**config.mk**
```make
export PLATFORM = sky130hd
export DESIGN_NAME = lumi_tx
export DESIGN_NICKNAME = d
export VERILOG_FILES = /design/src/lumi_pkg.sv /design/src/lumi_credit_ctrl.sv /design/src/lumi_pkt_sizer.sv /design/src/lumi_tx.sv /design/src/lumi_tx_arbiter.sv /design/src/lumi_tx_regs.sv /design/src/lumi_tx_shifter.sv
export VERILOG_INCLUDE_DIRS = /design/src
export SDC_FILE = /design/constraint.sdc
export NUM_CORES = 1
export LEC_CHECK = 0
export BUFFER_PORTS_ARGS = -buffer_cell sky130_fd_sc_hd__buf_2
export CORE_MARGIN = 4
export CORE_UTILIZATION = 45
export DETAILED_ROUTE_END_ITERATION = 8
export PLACE_DENSITY = 0.73
export SETUP_SLACK_MARGIN = 0.05
export SYNTH_ARGS = -nofsm -noshare
export SYNTH_HDL_FRONTEND = slang
export SYNTH_SLANG_ARGS = --single-unit
export TNS_END_PERCENT = 30
```
**constraint.sdc**
```tcl
create_clock -name clk -period 13.7 [get_ports clk]
set_input_delay 2.74 -clock clk [delete_from_list [all_inputs] [get_ports clk]]
set_output_delay 2.74 -clock clk [all_outputs]
set_load 0.01 [all_outputs]
```
**src/lumi_defines.svh**
```systemverilog
// Fixed widths only; changing packet sizes also needs matching lumi_pkg field widths
`ifndef LUMI_DEFINES_SVH
`define LUMI_DEFINES_SVH

// Field widths
`define LUMI_CW        32   // command word
`define LUMI_AW        32   // dst/src address
`define LUMI_DW        64   // data payload
`define LUMI_IOW       64   // phy line
`define LUMI_CRW       16   // credit counters

// Packet sizes in bytes
`define LUMI_HDR_BYTES 12   // cmd + dstaddr + srcaddr
`define LUMI_PKT_BYTES 20   // header + full data

// Opcodes with their own size class
`define LUMI_OP_INVALID 5'd0
`define LUMI_OP_READ    5'd1
`define LUMI_OP_WRRESP  5'd4
`define LUMI_OP_LINK    5'd15

`define LUMI_LINK_CODE  8'h2F   // low byte of a credit message

// Register map
`define LUMI_REG_CTRL   16'd0
`define LUMI_REG_IOW    16'd1
`define LUMI_REG_INTRVL 16'd2

`endif

```
**src/lumi_pkg.sv**
```systemverilog
// Field order fixed so that byte 0 of a packet is the low command byte
`include "lumi_defines.svh"

package lumi_pkg;

   //##############################
   // Command word views
   //##############################

   // Normal UMI command, opcode in the low bits
   typedef struct packed {
      logic [15:0] user;
      logic [7:0]  len;    // beats minus one
      logic [2:0]  size;   // log2 of bytes per beat
      logic [4:0]  opcode;
   } umi_cmd_t;

   // Credit update message
   typedef struct packed {
      logic [15:0] credit;     // local credit count
      logic [3:0]  chan;       // 1 response, 0 request
      logic [3:0]  rsvd;
      logic [7:0]  link_code;
   } lumi_crdt_t;

   // Same word, decoded either way
   typedef union packed {
      umi_cmd_t   umi;
      lumi_crdt_t crdt;
   } lumi_cmd_u;

   // Full packet, cmd sits in the LSBs
   typedef struct packed {
      logic [`LUMI_DW-1:0] data;
      logic [`LUMI_AW-1:0] srcaddr;
      logic [`LUMI_AW-1:0] dstaddr;
      lumi_cmd_u           cmd;
   } umi_pkt_t;

   // Sizer result per channel
   typedef struct packed {
      logic [`LUMI_PKT_BYTES-1:0] byte_mask;  // contiguous from bit 0
      logic [`LUMI_CRW-1:0]       lines;      // credit lines needed
   } lumi_pkt_info_t;

   // Configuration
   typedef struct packed {
      logic        en;
      logic        crdt_en;
      logic [1:0]  iowidth;   // log2 of bytes per line
      logic [15:0] intrvl;    // credit update interval
   } lumi_cfg_t;

endpackage

```
**src/lumi_credit_ctrl.sv**
```systemverilog
// Remote credit inputs are absolute line counts and wrap modulo 2^16
`timescale 1ns/1ns
`include "lumi_defines.svh"

module lumi_credit_ctrl
  (
   input                           clk,
   input                           nreset,
   input lumi_pkg::lumi_cfg_t      cfg,
   input lumi_pkg::lumi_pkt_info_t req_info,
   input lumi_pkg::lumi_pkt_info_t resp_info,
   input [`LUMI_CRW-1:0]           rmt_crdt_req,   // advertised by far side
   input [`LUMI_CRW-1:0]           rmt_crdt_resp,
   input [`LUMI_CRW-1:0]           loc_crdt_req,   // sent to far side
   input [`LUMI_CRW-1:0]           loc_crdt_resp,
   input                           crdt_load,      // message taken by shifter
   input                           line_taken,
   input [1:0]                     line_chan,      // {resp, req}
   output logic                    req_ok,
   output logic                    resp_ok,
   output logic                    crdt_pend,
   output lumi_pkg::umi_pkt_t      crdt_pkt
   );

   logic [`LUMI_CRW-1:0] sent_req;     // lines sent on request
   logic [`LUMI_CRW-1:0] sent_resp;
   logic [`LUMI_CRW-1:0] avail_req;
   logic [`LUMI_CRW-1:0] avail_resp;
   logic [15:0]          intrvl_cnt;
   logic                 intrvl_hit;
   logic [1:0]           pend;         // bit 0 resp msg, bit 1 req msg

   //##############################
   // Credit accounting
   //##############################

   always_ff @(posedge clk or negedge nreset)
   begin
      if (!nreset)
      begin
         sent_req  <= '0;
         sent_resp <= '0;
      end
      else if (line_taken)
      begin
         sent_req  <= sent_req  + `LUMI_CRW'(line_chan[0]);
         sent_resp <= sent_resp + `LUMI_CRW'(line_chan[1]);  // Msg lines not counted
      end
   end

   assign avail_req  = rmt_crdt_req  - sent_req;   // wraps
   assign avail_resp = rmt_crdt_resp - sent_resp;

   assign req_ok  = avail_req  >= req_info.lines;
   assign resp_ok = avail_resp >= resp_info.lines;

   //##############################
   // Update message timing
   //##############################

   always_ff @(posedge clk or negedge nreset)
   begin
      if (!nreset)
         intrvl_cnt <= '0;
      else if (cfg.crdt_en)
         intrvl_cnt <= intrvl_hit ? 16'd0 : intrvl_cnt + 16'd1;
   end

   assign intrvl_hit = cfg.crdt_en & (intrvl_cnt == cfg.intrvl);

   // Response message goes out first, then request
   always_ff @(posedge clk or negedge nreset)
   begin
      if (!nreset)
         pend <= 2'b00;
      else if (crdt_load)
         pend <= pend << 1;                 // 01 -> 10 -> 00
      else if (intrvl_hit && pend == 2'b00)
         pend <= 2'b01;                     // Only when idle, keeps pairs whole
   end

   assign crdt_pend = |pend;

   // Message word in the credit view, no addresses or data
   always_comb
   begin
      crdt_pkt                     = '0;
      crdt_pkt.cmd.crdt.link_code  = `LUMI_LINK_CODE;
      crdt_pkt.cmd.crdt.chan       = pend[0] ? 4'h1 : 4'h0;
      crdt_pkt.cmd.crdt.credit     = pend[0] ? loc_crdt_resp : loc_crdt_req;
   end

endmodule

```
**src/lumi_pkt_sizer.sv**
```systemverilog
// Only four opcode classes are decoded; data bytes are capped at 8 per packet
`timescale 1ns/1ns
`include "lumi_defines.svh"

module lumi_pkt_sizer
  (
   input lumi_pkg::lumi_cmd_u       cmd,
   input [1:0]                      iowidth,   // log2 bytes per line
   output lumi_pkg::lumi_pkt_info_t info
   );

   logic [15:0] data_bytes;   // (len+1) << size, uncapped
   logic [3:0]  data_cap;     // at most one data word
   logic [4:0]  pkt_bytes;    // 4..20
   logic [5:0]  pkt_round;    // bytes plus line width minus one

   // Payload length from the UMI view
   assign data_bytes = ({8'h00, cmd.umi.len} + 16'd1) << cmd.umi.size;
   assign data_cap   = (data_bytes > 16'd8) ? 4'd8 : data_bytes[3:0];

   //##############################
   // Opcode class
   //##############################

   always_comb
   begin
      case (cmd.umi.opcode)
         `LUMI_OP_INVALID,
         `LUMI_OP_LINK:   pkt_bytes = 5'(`LUMI_CW/8);       // Command only
         `LUMI_OP_READ,
         `LUMI_OP_WRRESP: pkt_bytes = 5'(`LUMI_HDR_BYTES);  // Header only
         default:         pkt_bytes = 5'(`LUMI_HDR_BYTES) + {1'b0, data_cap};
      endcase
   end

   // Contiguous mask from byte 0
   assign info.byte_mask = ~({`LUMI_PKT_BYTES{1'b1}} << pkt_bytes);

   // Round up to whole lines
   assign pkt_round  = {1'b0, pkt_bytes} + (6'd1 << iowidth) - 6'd1;
   assign info.lines = `LUMI_CRW'(pkt_round >> iowidth);

endmodule

```
**src/lumi_tx.sv**
```systemverilog
// Single clock; phy_ready is a plain level from the receiver, no output FIFO
`timescale 1ns/1ns
`include "lumi_defines.svh"

module lumi_tx
  (
   input                        clk,
   input                        nreset,
   // Request channel
   input                        req_valid,
   input lumi_pkg::umi_pkt_t    req_pkt,
   output logic                 req_ready,
   // Response channel
   input                        resp_valid,
   input lumi_pkg::umi_pkt_t    resp_pkt,
   output logic                 resp_ready,
   // Registers
   input                        reg_wr,
   input [15:0]                 reg_addr,
   input [15:0]                 reg_wdata,
   // Credits
   input [`LUMI_CRW-1:0]        rmt_crdt_req,
   input [`LUMI_CRW-1:0]        rmt_crdt_resp,
   input [`LUMI_CRW-1:0]        loc_crdt_req,
   input [`LUMI_CRW-1:0]        loc_crdt_resp,
   // Phy
   output logic [`LUMI_IOW-1:0] phy_txdata,
   output logic                 phy_txvld,
   input                        phy_ready
   );

   lumi_pkg::lumi_cfg_t      cfg;
   lumi_pkg::lumi_pkt_info_t req_info;
   lumi_pkg::lumi_pkt_info_t resp_info;
   lumi_pkg::umi_pkt_t       crdt_pkt;
   lumi_pkg::umi_pkt_t       load_pkt;
   logic                     req_ok;
   logic                     resp_ok;
   logic                     crdt_pend;
   logic                     crdt_load;
   logic                     load;
   logic [`LUMI_PKT_BYTES-1:0] load_mask;
   logic [1:0]               load_chan;
   logic                     free;
   logic                     line_taken;
   logic [1:0]               line_chan;

   lumi_tx_regs regs_i (.clk, .nreset, .reg_wr, .reg_addr, .reg_wdata, .cfg);

   // One sizer per channel
   lumi_pkt_sizer sizer_req  (.cmd(req_pkt.cmd),  .iowidth(cfg.iowidth), .info(req_info));
   lumi_pkt_sizer sizer_resp (.cmd(resp_pkt.cmd), .iowidth(cfg.iowidth), .info(resp_info));

   lumi_credit_ctrl credit_i
     (.clk, .nreset, .cfg, .req_info, .resp_info,
      .rmt_crdt_req, .rmt_crdt_resp, .loc_crdt_req, .loc_crdt_resp,
      .crdt_load, .line_taken, .line_chan,
      .req_ok, .resp_ok, .crdt_pend, .crdt_pkt);

   lumi_tx_arbiter arbiter_i
     (.cfg, .req_valid, .req_pkt, .resp_valid, .resp_pkt, .req_info, .resp_info,
      .req_ok, .resp_ok, .crdt_pend, .crdt_pkt, .free, .phy_ready,
      .req_ready, .resp_ready, .crdt_load, .load, .load_pkt, .load_mask, .load_chan);

   lumi_tx_shifter shifter_i
     (.clk, .nreset, .cfg, .load, .load_pkt, .load_mask, .load_chan, .phy_ready,
      .free, .line_taken, .line_chan, .phy_txdata, .phy_txvld);

endmodule

```
**src/lumi_tx_arbiter.sv**
```systemverilog
// Purely combinational; valid must stay stable until ready is seen
`timescale 1ns/1ns
`include "lumi_defines.svh"

module lumi_tx_arbiter
  (
   input lumi_pkg::lumi_cfg_t        cfg,
   input                             req_valid,
   input lumi_pkg::umi_pkt_t         req_pkt,
   input                             resp_valid,
   input lumi_pkg::umi_pkt_t         resp_pkt,
   input lumi_pkg::lumi_pkt_info_t   req_info,
   input lumi_pkg::lumi_pkt_info_t   resp_info,
   input                             req_ok,      // enough credit
   input                             resp_ok,
   input                             crdt_pend,
   input lumi_pkg::umi_pkt_t         crdt_pkt,
   input                             free,        // shifter can take a packet
   input                             phy_ready,
   output logic                      req_ready,
   output logic                      resp_ready,
   output logic                      crdt_load,
   output logic                      load,
   output lumi_pkg::umi_pkt_t        load_pkt,
   output logic [`LUMI_PKT_BYTES-1:0] load_mask,
   output logic [1:0]                load_chan    // {resp, req}, 00 for msg
   );

   logic go;          // shifter slot open this cycle
   logic req_gate;
   logic resp_gate;
   logic req_sel;
   logic resp_sel;

   assign go = free & cfg.en & phy_ready;

   // Channel gating, a pending message blocks both
   assign req_gate  = req_valid  & req_ok  & ~crdt_pend;
   assign resp_gate = resp_valid & resp_ok & ~crdt_pend;

   //##############################
   // Priority select
   //##############################

   assign crdt_load = go & crdt_pend;                  // Message first
   assign resp_sel  = go & resp_gate;                  // then response
   assign req_sel   = go & req_gate & ~resp_gate;      // then request

   assign resp_ready = resp_sel;
   assign req_ready  = req_sel;

   assign load      = crdt_load | resp_sel | req_sel;
   assign load_chan = {resp_sel, req_sel};

   always_comb
   begin
      if (crdt_pend)
      begin
         load_pkt  = crdt_pkt;
         load_mask = ~({`LUMI_PKT_BYTES{1'b1}} << (`LUMI_CW/8));  // Cmd word only
      end
      else if (resp_gate)
      begin
         load_pkt  = resp_pkt;
         load_mask = resp_info.byte_mask;
      end
      else
      begin
         load_pkt  = req_pkt;
         load_mask = req_info.byte_mask;
      end
   end

endmodule

```
**src/lumi_tx_regs.sv**
```systemverilog
// Write-only registers; unmapped addresses are ignored and nothing reads back
`timescale 1ns/1ns
`include "lumi_defines.svh"

module lumi_tx_regs
  (
   input                     clk,
   input                     nreset,
   input                     reg_wr,      // write strobe
   input [15:0]              reg_addr,
   input [15:0]              reg_wdata,
   output lumi_pkg::lumi_cfg_t cfg
   );

   //##############################
   // Register writes
   //##############################

   always_ff @(posedge clk or negedge nreset)
   begin
      if (!nreset)
      begin
         cfg <= '0;                                 // all off after reset
      end
      else if (reg_wr)
      begin
         case (reg_addr)
            `LUMI_REG_CTRL:
            begin
               cfg.en      <= reg_wdata[0];
               cfg.crdt_en <= reg_wdata[1];
            end
            `LUMI_REG_IOW:    cfg.iowidth <= reg_wdata[1:0];  // 1,2,4,8 bytes
            `LUMI_REG_INTRVL: cfg.intrvl  <= reg_wdata;
            default:          cfg         <= cfg;             // Unmapped
         endcase
      end
   end

endmodule

```
**src/lumi_tx_shifter.sv**
```systemverilog
// Lanes above the valid bytes of a line carry stale data and must be ignored
`timescale 1ns/1ns
`include "lumi_defines.svh"

module lumi_tx_shifter
  (
   input                             clk,
   input                             nreset,
   input lumi_pkg::lumi_cfg_t        cfg,
   input                             load,
   input lumi_pkg::umi_pkt_t         load_pkt,
   input [`LUMI_PKT_BYTES-1:0]       load_mask,
   input [1:0]                       load_chan,
   input                             phy_ready,
   output logic                      free,
   output logic                      line_taken,
   output logic [1:0]                line_chan,
   output logic [`LUMI_IOW-1:0]      phy_txdata,
   output logic                      phy_txvld
   );

   logic [`LUMI_PKT_BYTES*8-1:0] sreg;        // packet bytes, LSB first
   logic [`LUMI_PKT_BYTES-1:0]   mask;        // bytes still to send
   logic [`LUMI_PKT_BYTES-1:0]   mask_next;
   logic [1:0]                   chan;        // channel tag of current packet
   logic [3:0]                   step;        // bytes per line
   logic [6:0]                   step_bits;

   assign step      = 4'd1 << cfg.iowidth;
   assign step_bits = {step, 3'b000};
   assign mask_next = mask >> step;

   //##############################
   // Control state
   //##############################

   always_ff @(posedge clk or negedge nreset)
   begin
      if (!nreset)
      begin
         mask <= '0;
         chan <= 2'b00;
      end
      else if (load)
      begin
         mask <= load_mask;     // New packet replaces last line
         chan <= load_chan;
      end
      else if (phy_ready)
      begin
         mask <= mask_next;     // Hold under back-pressure
      end
   end

   // Payload
   always_ff @(posedge clk)
   begin
      if (load)
         sreg <= load_pkt;
      else if (phy_ready)
         sreg <= sreg >> step_bits;
   end

   //##############################
   // Outputs
   //##############################

   assign free       = ~|mask | ~|mask_next;   // empty, or emptying now
   assign phy_txvld  = |mask;
   assign phy_txdata = sreg[`LUMI_IOW-1:0];
   assign line_taken = phy_txvld & phy_ready;
   assign line_chan  = chan;

endmodule

```
Word level (Yosys, flattened, before mapping)
Cells that the tools add are included.
{"block": "totals", "input_bits": 422, "register_bits": 252, "out_inout_bits": 67, "word_cells": 102}
{"block": "op_classes", "n_shift": 10, "n_eq_ne": 9, "n_bitwise": 19, "order_cmp": 4, "muxes": 17, "add_sub_neg": 13, "reduce_logical": 19}
{"op": "160-bit two-way mux", "count": 4}
{"op": "160-bit by 7-bit right shift with 160-bit output", "count": 1}
{"op": "20-bit two-way mux", "count": 4}
{"op": "20-bit NOT", "count": 2}
{"op": "20-bit OR reduction", "count": 2}
{"op": "20-bit by 5-bit << shifter with 20-bit output, first input constant", "count": 2}
{"op": "16-bit by 1-bit adder with 16-bit output", "count": 2}
{"op": "16-bit greater-or-equal comparator", "count": 2}
{"op": "16-bit by 4-bit greater-than comparator with 1-bit output, second input constant", "count": 2}
{"op": "16-bit two-way mux", "count": 2}
{"op": "16-bit by 3-bit << shifter with 16-bit output", "count": 2}
{"op": "6-bit by 2-bit right shift with 16-bit output", "count": 2}
{"op": "16-bit subtractor", "count": 2}
{"op": "5-bit case mux with 2 select lines", "count": 2}
{"op": "20-bit by 4-bit right shift with 20-bit output", "count": 1}
{"op": "8-bit by 1-bit adder with 9-bit output, second input constant", "count": 2}
{"op": "16-bit by 1-bit adder with 16-bit output, second input constant", "count": 1}
{"op": "16-bit by 1-bit == test with 1-bit output, second input constant", "count": 1}
{"op": "16-bit == test", "count": 1}
{"op": "16-bit by 2-bit == test with 1-bit output, second input constant", "count": 1}
{"op": "16-bit zero test", "count": 1}
{"op": "5-bit by 6-bit adder with 6-bit output", "count": 2}
{"op": "1-bit AND", "count": 12}
{"op": "6-bit by 1-bit subtractor with 6-bit output, second input constant", "count": 2}
{"op": "18 further kinds", "count": 36}

Longest topological paths before layout
Gate-level depths: netlist of run 1.
{"block": "depth", "depth_word": 16, "mapped_depth": 32, "ltp_nobuf": 28}

Modules after synthesis
Synthesis of run 1 repeated with hierarchy kept, for this count alone.
{"block": "hier_totals", "cells_unflattened": 3402, "hier_area_um2": 30470.5}
{"mod": "lumi_tx_shifter", "instances": 1, "cells_per_inst": 1413, "seq_area_each_um2": 5355.1, "area_per_inst_um2": 15083.2}
{"mod": "lumi_credit_ctrl", "instances": 1, "cells_per_inst": 717, "seq_area_each_um2": 1251.2, "area_per_inst_um2": 6023.3}
{"mod": "lumi_tx_arbiter", "instances": 1, "cells_per_inst": 825, "seq_area_each_um2": 0.0, "area_per_inst_um2": 5739.3}
{"mod": "lumi_pkt_sizer", "instances": 2, "cells_per_inst": 199, "seq_area_each_um2": 0.0, "area_per_inst_um2": 1376.3}
{"mod": "lumi_tx_regs", "instances": 1, "cells_per_inst": 49, "seq_area_each_um2": 500.5, "area_per_inst_um2": 872.1}

Worst setup path after synthesis of run 1
No wires, ideal clock.
{"block": "synth_timing", "kind": "in2out", "startpoint": "in resp_pkt[8] (netlist name)", "endpoint": "out req_ready", "path_buffers": 3, "path_stages": 27, "slack_ns": 2.643, "t_arrival_ns": 8.317, "required_time_ns": 10.960, "cell_sequence": "ha_1 -> xnor2_1 -> inv_1 -> o311ai_0 -> o311a_1 -> and4_1 -> clkbuf_1 -> nand2_1 -> ha_1 -> inv_1 -> ha_1 -> fa_1 -> a21o_1 -> a21oi_1 -> xnor2_1 -> mux2i_1 -> or2_2 -> ha_1 -> a21o_1 -> a22oi_1 -> nand3_1 -> a211oi_1 -> o2111ai_1 -> o41a_1 -> buf_2 -> clkbuf_1 -> nor4_1"}
{"block": "synth_between", "elab_chain_cells": 14}
{"item": "start, declared", "line_no": "lumi_tx.sv:15", "source": "input lumi_pkg::umi_pkt_t resp_pkt,"}
{"item": "8-bit by 1-bit adder with 9-bit output (*)", "line_no": "lumi_pkt_sizer.sv:18", "source": "assign data_bytes = ({8'h00, cmd.umi.len} + 16'd1) << cmd.umi.size;"}
{"item": "16-bit by 3-bit << shifter with 16-bit output (*)", "line_no": "lumi_pkt_sizer.sv:18"}
{"item": "16-bit by 4-bit greater-than comparator with 1-bit output", "line_no": "lumi_pkt_sizer.sv:19", "source": "assign data_cap = (data_bytes > 16'd8) ? 4'd8 : data_bytes[3:0];"}
{"item": "4-bit two-way mux (*)", "line_no": "lumi_pkt_sizer.sv:19"}
{"item": "4-bit by 4-bit adder with 5-bit output (*)", "line_no": "lumi_pkt_sizer.sv:32", "source": "default: pkt_bytes = 5'(`LUMI_HDR_BYTES) + {1'b0, data_cap};"}
{"item": "5-bit case mux with 2 select lines (*)", "line_no": "lumi_pkt_sizer.sv:27", "source": "case (cmd.umi.opcode)"}
{"item": "5-bit by 6-bit adder with 6-bit output (*)", "line_no": "lumi_pkt_sizer.sv:40", "source": "assign pkt_round = {1'b0, pkt_bytes} + (6'd1 << iowidth) - 6'd1;"}
{"item": "6-bit by 1-bit subtractor with 6-bit output (*)", "line_no": "lumi_pkt_sizer.sv:40"}
{"item": "6-bit by 2-bit right shift with 16-bit output (*)", "line_no": "lumi_pkt_sizer.sv:41", "source": "assign info.lines = `LUMI_CRW'(pkt_round >> iowidth);"}
{"item": "16-bit greater-or-equal comparator (*)", "line_no": "lumi_credit_ctrl.sv:55", "source": "assign resp_ok = avail_resp >= resp_info.lines;"}
{"item": "1-bit AND (*) (2 in a row)", "line_no": "lumi_tx_arbiter.sv:39", "source": "assign resp_gate = resp_valid & resp_ok & ~crdt_pend;"}
{"item": "1-bit NOT (*)", "line_no": "lumi_tx_arbiter.sv:47", "source": "assign req_sel = go & req_gate & ~resp_gate;"}
{"item": "1-bit AND (*)", "line_no": "lumi_tx_arbiter.sv:47"}
{"item": "end, declared", "line_no": "lumi_tx.sv:12", "source": "output logic req_ready,"}
Every way passes the cells marked *; elsewhere a longest branch is shown, timed or not.

Worst setup path in the final report of run 1
Same ends and word-level chain as after synthesis.

==> key figures, run 1 <==
Pwr
  – Pint: 1.509 mW
  – P_leak: 12.04 nW
  – Logic pwr share: 19.2%
  – Switch share: 29.47%
  – Pwr Density: 79.32 mW/mm^2
  – Clock Power Share: 39.0%
  – Share of power burned in registers: 41.8%
  – Peak supply drop: 0.1107 mV
  – Switching power: 630.7 uW

Status
  – Outcome: finished, final reports clean

Global routing
  – Total gr overflow: 0
  – Total GRT Usage: 31.72%
  – Vias in the first global route: 22.19k
  – First-pass GRT wire length: 138.7 mm
  – Initial antenna violation count: 6
  – Largest net degree at the start of global routing: 160

Timing
  – Highest Clock Rate: 81.87 MHz
  – Final setup vio count: 0
  – Max-slew headroom: 17.93%
  – Fin. max-slew vios: 0
  – Final Hold Viols: 0
  – Tightest Pin Transition: 1.226 ns
  – Crit share post-route: 89.16%
  – Fin crit period: 12.21 ns
  – RSZ-0062 raised after global routing: false
  – Final WS setup: 1.485 ns
  – Final Skew: 0.03891 ns
  – Setup tns final: 0 ns

Critical path
  – Critical Path Fanout Max: 18
  – Most used cell, CP: ha_1
  – WP data arrival: 9.47 ns
  – Crit end category: output pin
  – Slowest cell on crit path: o41a_1
  – FF-to-FF Start: regs_i.cfg[16]
  – Crit path largest cell delay: 0.73 ns
  – Worst r2r dst: shifter_i.sreg[102]
  – CP Data Required Time: 10.96 ns
  – Crit path kind: input port to output pin
  – CP Launch Type: input port
  – Setup slack, reg-to-reg: 4.61 ns
  – FF-to-FF path depth: 24

Synth
  – Post-Syn Area per Cell: 8.563 sq um
  – Main synth FF type: edfxtp_1
  – Yosys Warn Count: 0
  – Sequential share of the synthesized area: 30.01%
  – Number of distinct library cells after synthesis: 88
  – Synth Instances: 2766
  – Number of synthesized register bits: 252
  – Async set-reset flop share out of synthesis: 36.51%
  – Post-Syn Area: 0.02369 sq mm
  – EDFF count, synth: 160
  – Mapped Nets: 3259

Placed design
  – IO Port Bufs: 488
  – Pre-CTS WS: 1.627 ns
  – GPL Wtd Cong: 1.038
  – Detailed placement HPWL: 72.55 mm

Floorplanning
  – # rows: 83
  – Initial core utilization: 45.80%
  – Die ar.: 0.05637 sq mm
  – Placeable Area: 0.05172 sq mm
  – IO Count: 489
  – Die Height: 237.4 um
  – Overall die width: 237.4 um

Route
  – DR vias/cell: 6.290
  – Remaining antenna violation count: 0
  – Initial DRC count: 3570
  – DRT Pass-1 Iters: 7
  – Via count: 23.61k
  – Wire length per cell: 25.24 um
  – Drt drc: 0
  – Post-Route WL: 94.77 mm

Clock network
  – H-tree Lvls: 1
  – Clk pin slew, worst setup/hold paths: 0.06 ns
  – Cts hold-fix bufs: 0
  – Clock root buffer: clkbuf_16
  – Post-CTS Setup Inserts: 0
  – Clock latency on the worst-skew pair: 0.60 ns
  – Clk sinks: 252
  – Bufs on Longest Clock Path: 3
  – CTS Buf Count: 30
  – CTS tree: built
  – Post-CTS Resized: 0

Min path
  – Min-Delay Path Class: register to register
  – Critical hold path startpoint: credit_i.sent_req[3]
  – Hold path depth: 1
  – Worst hold endpoint: credit_i.sent_req[3]

Finish
  – FILL cells: 4927
  – Flip-flop and latch area: 0.007107 sq mm
  – Share of cells above drive strength 1: 23.63%
  – Fin nets: 3541
  – Multi-input logic area: 0.01487 sq mm
  – Area growth, synth to finish: 13.92%

Run
  – Max-cap violations: 0
logic make-up (layout without fill, tap and decap cells):
| group | count (synthesis) | after routing | share of synthesized area (%) |
|---|---|---|---|
| AO/OA/AOI/OAI | 832 | 832 | 21.91 |
| AND/OR/NAND/NOR | 728 | 728 | 14.08 |
| multiplexers | 402 | 402 | 19.03 |
| buffers and inverters | 387 | 693 | 7.607 |
| flip-flops | 252 | 252 | 30.01 |
| XOR/XNOR | 93 | 93 | 3.439 |
| adder cells (fa/ha/maj) | 72 | 72 | 3.920 |
| other | 0 | 2 | 0 |
cells in the final DEF (no fill, tap or decap), types with 33 or more instances in the layout:
master,count
o21ai_0,249
mux2i_1,273
dfrtp_1,92
xnor2_1,65
clkbuf_16,33
inv_1,116
edfxtp_1,160
o2bb2ai_1,43
nand3_1,76
nor2_1,173
ha_1,63
mux2_2,100
o211ai_1,52
buf_2,486
o22ai_1,68
nand2_1,294
a21oi_1,204
a211oi_1,44
metal layers:
| metal | GRT usage [%] | wire [um] | vias to the layer above |
|---|---|---|---|
| li1 | - | - | 10760 |
| met1 | 41.20 | 35810 | 11110 |
| met2 | 50.63 | 43040 | 1452 |
| met3 | 6.103 | 9732 | 291 |
| met4 | 16.21 | 6158 | 4 |
| met5 | 0 | 26 | - |
power by group through the flow:
stage	logic, mW	registers [mW]	clock network [mW]
floorplan	0.248	0.884	0
global placement	0.400	0.906	0
detailed placement	0.402	0.905	0
CTS	0.404	0.891	0.841
global route	0.447	0.895	0.871
finish	0.411	0.894	0.836
Yosys cell counts, types with 12 or more instances:
master | count | area, sq um
mux2_2 | 100 | 1126
clkbuf_1 | 110 | 412.9
and3_1 | 16 | 100.1
o2bb2ai_1 | 43 | 376.6
nor3_1 | 27 | 135.1
inv_1 | 118 | 442.9
edfxtp_1 | 160 | 4805
mux4_2 | 25 | 563.0
buf_2 | 45 | 225.2
o21ai_0 | 249 | 1246
nor2b_1 | 24 | 150.1
a211oi_1 | 44 | 330.3
o21a_1 | 28 | 210.2
ha_1 | 67 | 838.3
buf_1 | 36 | 135.1
nand3_1 | 76 | 380.4
o211ai_1 | 52 | 390.4
a22oi_1 | 12 | 90.09
a21o_1 | 22 | 165.2
dfrtp_1 | 92 | 2302
nor2_1 | 173 | 649.4
nand4_1 | 27 | 168.9
buf_4 | 72 | 540.5
xnor2_1 | 65 | 569.3
mux2i_1 | 273 | 2733
nor4_1 | 18 | 112.6
a21oi_1 | 205 | 1026
xor2_1 | 28 | 245.2
o22ai_1 | 68 | 425.4
a31oi_1 | 22 | 137.6
nand2_1 | 294 | 1104
per-stage QoR:
step,instances,instance area (sq um),hold WS [ns],power [mW],utilization [%]
2_1_floorplan,2766,23690,0.4453,1.132,-
3_3_place_gp,3696,25960,0.4611,1.306,50.21
3_5_place_dp,3696,25960,0.4654,1.308,50.21
4_1_cts,3752,26980,0.4777,2.137,52.16
5_1_grt,3754,26980,0.4848,2.212,52.17
6_report,3754,26980,0.4752,2.140,52.17
state kept, by name (all words and copies together), names as in the netlist:
name and flops:
shifter_i.sreg 160, credit_i.sent_resp 16, credit_i.sent_req 16, credit_i.pend 2, shifter_i.mask 20, regs_i.cfg 20
shifter_i.line_chan 2, credit_i.intrvl_cnt 16
final cells by class:
cell class	instances	area share (%)
Antenna cell	2	0.01855
Sequential cell	252	26.34
Tap cell	680	3.153
Clock buffer	41	3.246
Clock inverter	15	0.5054
Multi-Input combinational cell	2127	55.13
Inverter	121	1.702
Timing Repair Buffer	516	9.910
how the worst max path moves through the flow:
stage | startpoint | endpoint | slack [ns]
2_1_floorplan | resp_pkt[8] | req_ready | 2.64
3_3_place_gp | resp_pkt[8] | req_ready | 1.68
3_5_place_dp | resp_pkt[8] | req_ready | 1.63
4_1_cts | resp_pkt[8] | req_ready | 1.57
5_1_grt | resp_pkt[8] | req_ready | 1.04
6_report | resp_pkt[8] | req_ready | 1.49
critical path, delay by kind of cell:
| kind | cells | cell delay, ns |
|---|---|---|
| compound gates | 10 | 2.54 |
| mux | 1 | 0.14 |
| xor+xnor | 3 | 0.75 |
| buf+inv | 3 | 0.43 |
| fa+ha+maj | 4 | 1.13 |
| simple gates | 6 | 1.73 |
Note: power is estimated with default switching activity, not from simulation.
==> run 2: changes to the inputs <==
GPL_TIMING_DRIVEN = 0   (was default)
==> key figures, run 2 (same netlist as run 1, synthesis figures left out) <==
Status
  – Outcome: finished, final reports clean (unchanged)

Timing
  – RSZ-0062 raised after global routing: false (unchanged)
  – Setup tns final: 0 ns (unchanged)
  – Fin crit period: 13.10 ns (was 12.21 ns)
  – Final Hold Viols: 0 (unchanged)
  – Final Skew: 0.03673 ns (was 0.03891 ns)
  – Highest Clock Rate: 76.33 MHz (was 81.87 MHz)
  – Final setup vio count: 0 (unchanged)
  – Crit share post-route: 95.63% (was 89.16%)
  – Final WS setup: 0.5985 ns (was 1.485 ns)
  – Fin. max-slew vios: 0 (unchanged)
  – Max-slew headroom: 13.65% (was 17.93%)
  – Tightest Pin Transition: 1.282 ns (was 1.226 ns)

Clock network
  – CTS Buf Count: 34 (was 30)
  – H-tree Lvls: 2 (was 1)
  – Cts hold-fix bufs: 0 (unchanged)
  – Clock root buffer: clkbuf_16 (unchanged)
  – CTS tree: built (unchanged)
  – Clk pin slew, worst setup/hold paths: 0.05 ns (was 0.06 ns)
  – Post-CTS Resized: 0 (unchanged)
  – Bufs on Longest Clock Path: 3 (unchanged)
  – Clk sinks: 252 (unchanged)
  – Clock latency on the worst-skew pair: 0.57 ns (was 0.60 ns)
  – Post-CTS Setup Inserts: 0 (unchanged)

Critical path
  – Crit end category: output pin (unchanged)
  – Crit path kind: input port to output pin (unchanged)
  – WP data arrival: 10.36 ns (was 9.47 ns)
  – Most used cell, CP: ha_1 (unchanged)
  – Critical Path Fanout Max: 10 (was 18)
  – CP top delay family: compound AO/OA/AOI/OAI gates (unchanged)
  – Slowest cell on crit path: fa_1 (was o41a_1)
  – Worst Path Buf+Inv: 8 (was 3)
  – CP Data Required Time: 10.96 ns (about the same)
  – Setup slack, reg-to-reg: 3.46 ns (was 4.61 ns)
  – Crit path largest cell delay: 0.46 ns (was 0.73 ns)
  – CP Launch Type: input port (unchanged)

Route
  – Via count: 26.07k (was 23.61k)
  – DRT Pass-1 Iters: 6 (was 7)
  – Initial DRC count: 3252 (was 3570)
  – Post-Route WL: 123.3 mm (was 94.77 mm)
  – Remaining antenna violation count: 0 (unchanged)
  – Wire length per cell: 30.83 um (was 25.24 um)
  – DR vias/cell: 6.518 (was 6.290)
  – Drt drc: 0 (unchanged)

Global routing
  – Grt met2 use: 66.15% (was 50.63%)
  – Global route hottest layer: met2 (unchanged)
  – First-pass GRT wire length: 172.2 mm (was 138.7 mm)
  – Initial antenna violation count: 8 (was 6)
  – Met3 Track Usage GR: 9.386% (was 6.103%)
  – Largest net degree at the start of global routing: 64 (was 160)
  – Grt met1 use: 50.02% (was 41.20%)
  – Vias in the first global route: 25.20k (was 22.19k)
  – Total GRT Usage: 41.66% (was 31.72%)
  – Total gr overflow: 0 (unchanged)

Floorplanning
  – Die ar.: 0.05637 sq mm (unchanged)
  – Overall die width: 237.4 um (unchanged)
  – # rows: 83 (unchanged)
  – Initial core utilization: 45.80% (unchanged)
  – IO Count: 489 (unchanged)
  – Placeable Area: 0.05172 sq mm (unchanged)
  – Die Height: 237.4 um (unchanged)

Run
  – Max-cap violations: 0 (unchanged)

Pwr
  – Switching power: 682.5 uW (was 630.7 uW)
  – Share of power burned in registers: 40.3% (was 41.8%)
  – Logic pwr share: 20.0% (was 19.2%)
  – P_leak: 12.66 nW (was 12.04 nW)
  – Pwr Density: 79.49 mW/mm^2 (was 79.32 mW/mm^2)
  – Switch share: 30.47% (was 29.47%)
  – Peak supply drop: 0.09037 mV (was 0.1107 mV)
  – Clock Power Share: 39.7% (was 39.0%)
  – Pint: 1.557 mW (was 1.509 mW)

Finish
  – Max FFs per register: 160 (unchanged)
  – Finished Core Util: 54.49% (was 52.17%)
  – Most common library cell in the layout ignoring fill and taps: buf_2 (unchanged)
  – Area growth, synth to finish: 18.98% (was 13.92%)
  – FILL cells: 5044 (was 4927)
  – Share of cells above drive strength 1: 24.49% (was 23.63%)
  – Most flops, register: shifter_i.sreg (unchanged)
  – Fin nets: 3784 (was 3541)
  – Multi-input logic area: 0.01478 sq mm (was 0.01487 sq mm)
  – Commonest non-fill, non-tap cells in the layout: buf_2 (529), nand2_1 (294), mux2i_1 (273) (was buf_2 (486), nand2_1 (294), mux2i_1 (273))
  – Largest regs: shifter_i.sreg (160), regs_i.cfg (20), shifter_i.mask (20) (unchanged)
  – Flip-flop and latch area: 0.007107 sq mm (unchanged)

Placed design
  – IO Port Bufs: 485 (was 488)
  – Detailed placement HPWL: 99.66 mm (was 72.55 mm)
  – Pre-CTS WS: 0.7280 ns (was 1.627 ns)
  – GPL Wtd Cong: 1.093 (was 1.038)

Min path
  – Min-Delay Path Class: register to register (unchanged)
## run 2: cell count changes in the layout (fill, tap and decap cells not counted), sizes merged
cell and delta:
clkinv -1, buf +129, diode +3, clkinvlp -2
clkbuf +112, inv +5
## run 2: layout make-up
type	count	share of cell area, %
antenna	5	0.04440
clock buffer	43	3.250
tap	680	3.019
multi-input combinational	2127	52.45
clock inverter	17	0.5950
buffer	266	4.795
sequential	252	25.22
timing repair buffer	489	9.013
inverter	121	1.612
## run 2: final timing paths
path	cells past startpoint	startpoint	end
setup reg to reg	28	regs_i.cfg[17]	shifter_i.sreg[2]
hold / removal	1	credit_i.sent_resp[11]	credit_i.sent_resp[11]
hold reg to reg	1	credit_i.sent_resp[11]	credit_i.sent_resp[11]
setup / recovery	31	resp_pkt[8]	resp_ready
min in group asynchronous	1	nreset	regs_i.cfg[15]
max in group asynchronous	2	nreset	shifter_i.mask[5]
## run 2: routing by layer
layer | up-vias | routed length [um]
li1 | 11250 | -
met1 | 12460 | 44010
met2 | 1866 | 55680
met3 | 500 | 12710
met4 | 0 | 10930
met5 | - | 0
## run 2: stage by stage
stage	total power [mW]	instances	area, sq um	hold slack (ns)
global route	2.304	3996	28170	0.4817
detailed placement	1.345	3935	27080	0.4636
global placement	1.344	3931	26960	0.4624
finish	2.240	4000	28180	0.4727
CTS	2.226	3995	28170	0.4755
floorplan	1.132	2766	23690	0.4453
## run 2: power groups by stage
stage               Sequential [mW]  Clock (mW)  Combinational (mW)
finish                        0.902       0.890               0.447
global route                  0.900       0.925               0.479
CTS                           0.897       0.893               0.436
detailed placement            0.911           0               0.434
global placement              0.917           0               0.426
floorplan                     0.884           0               0.248
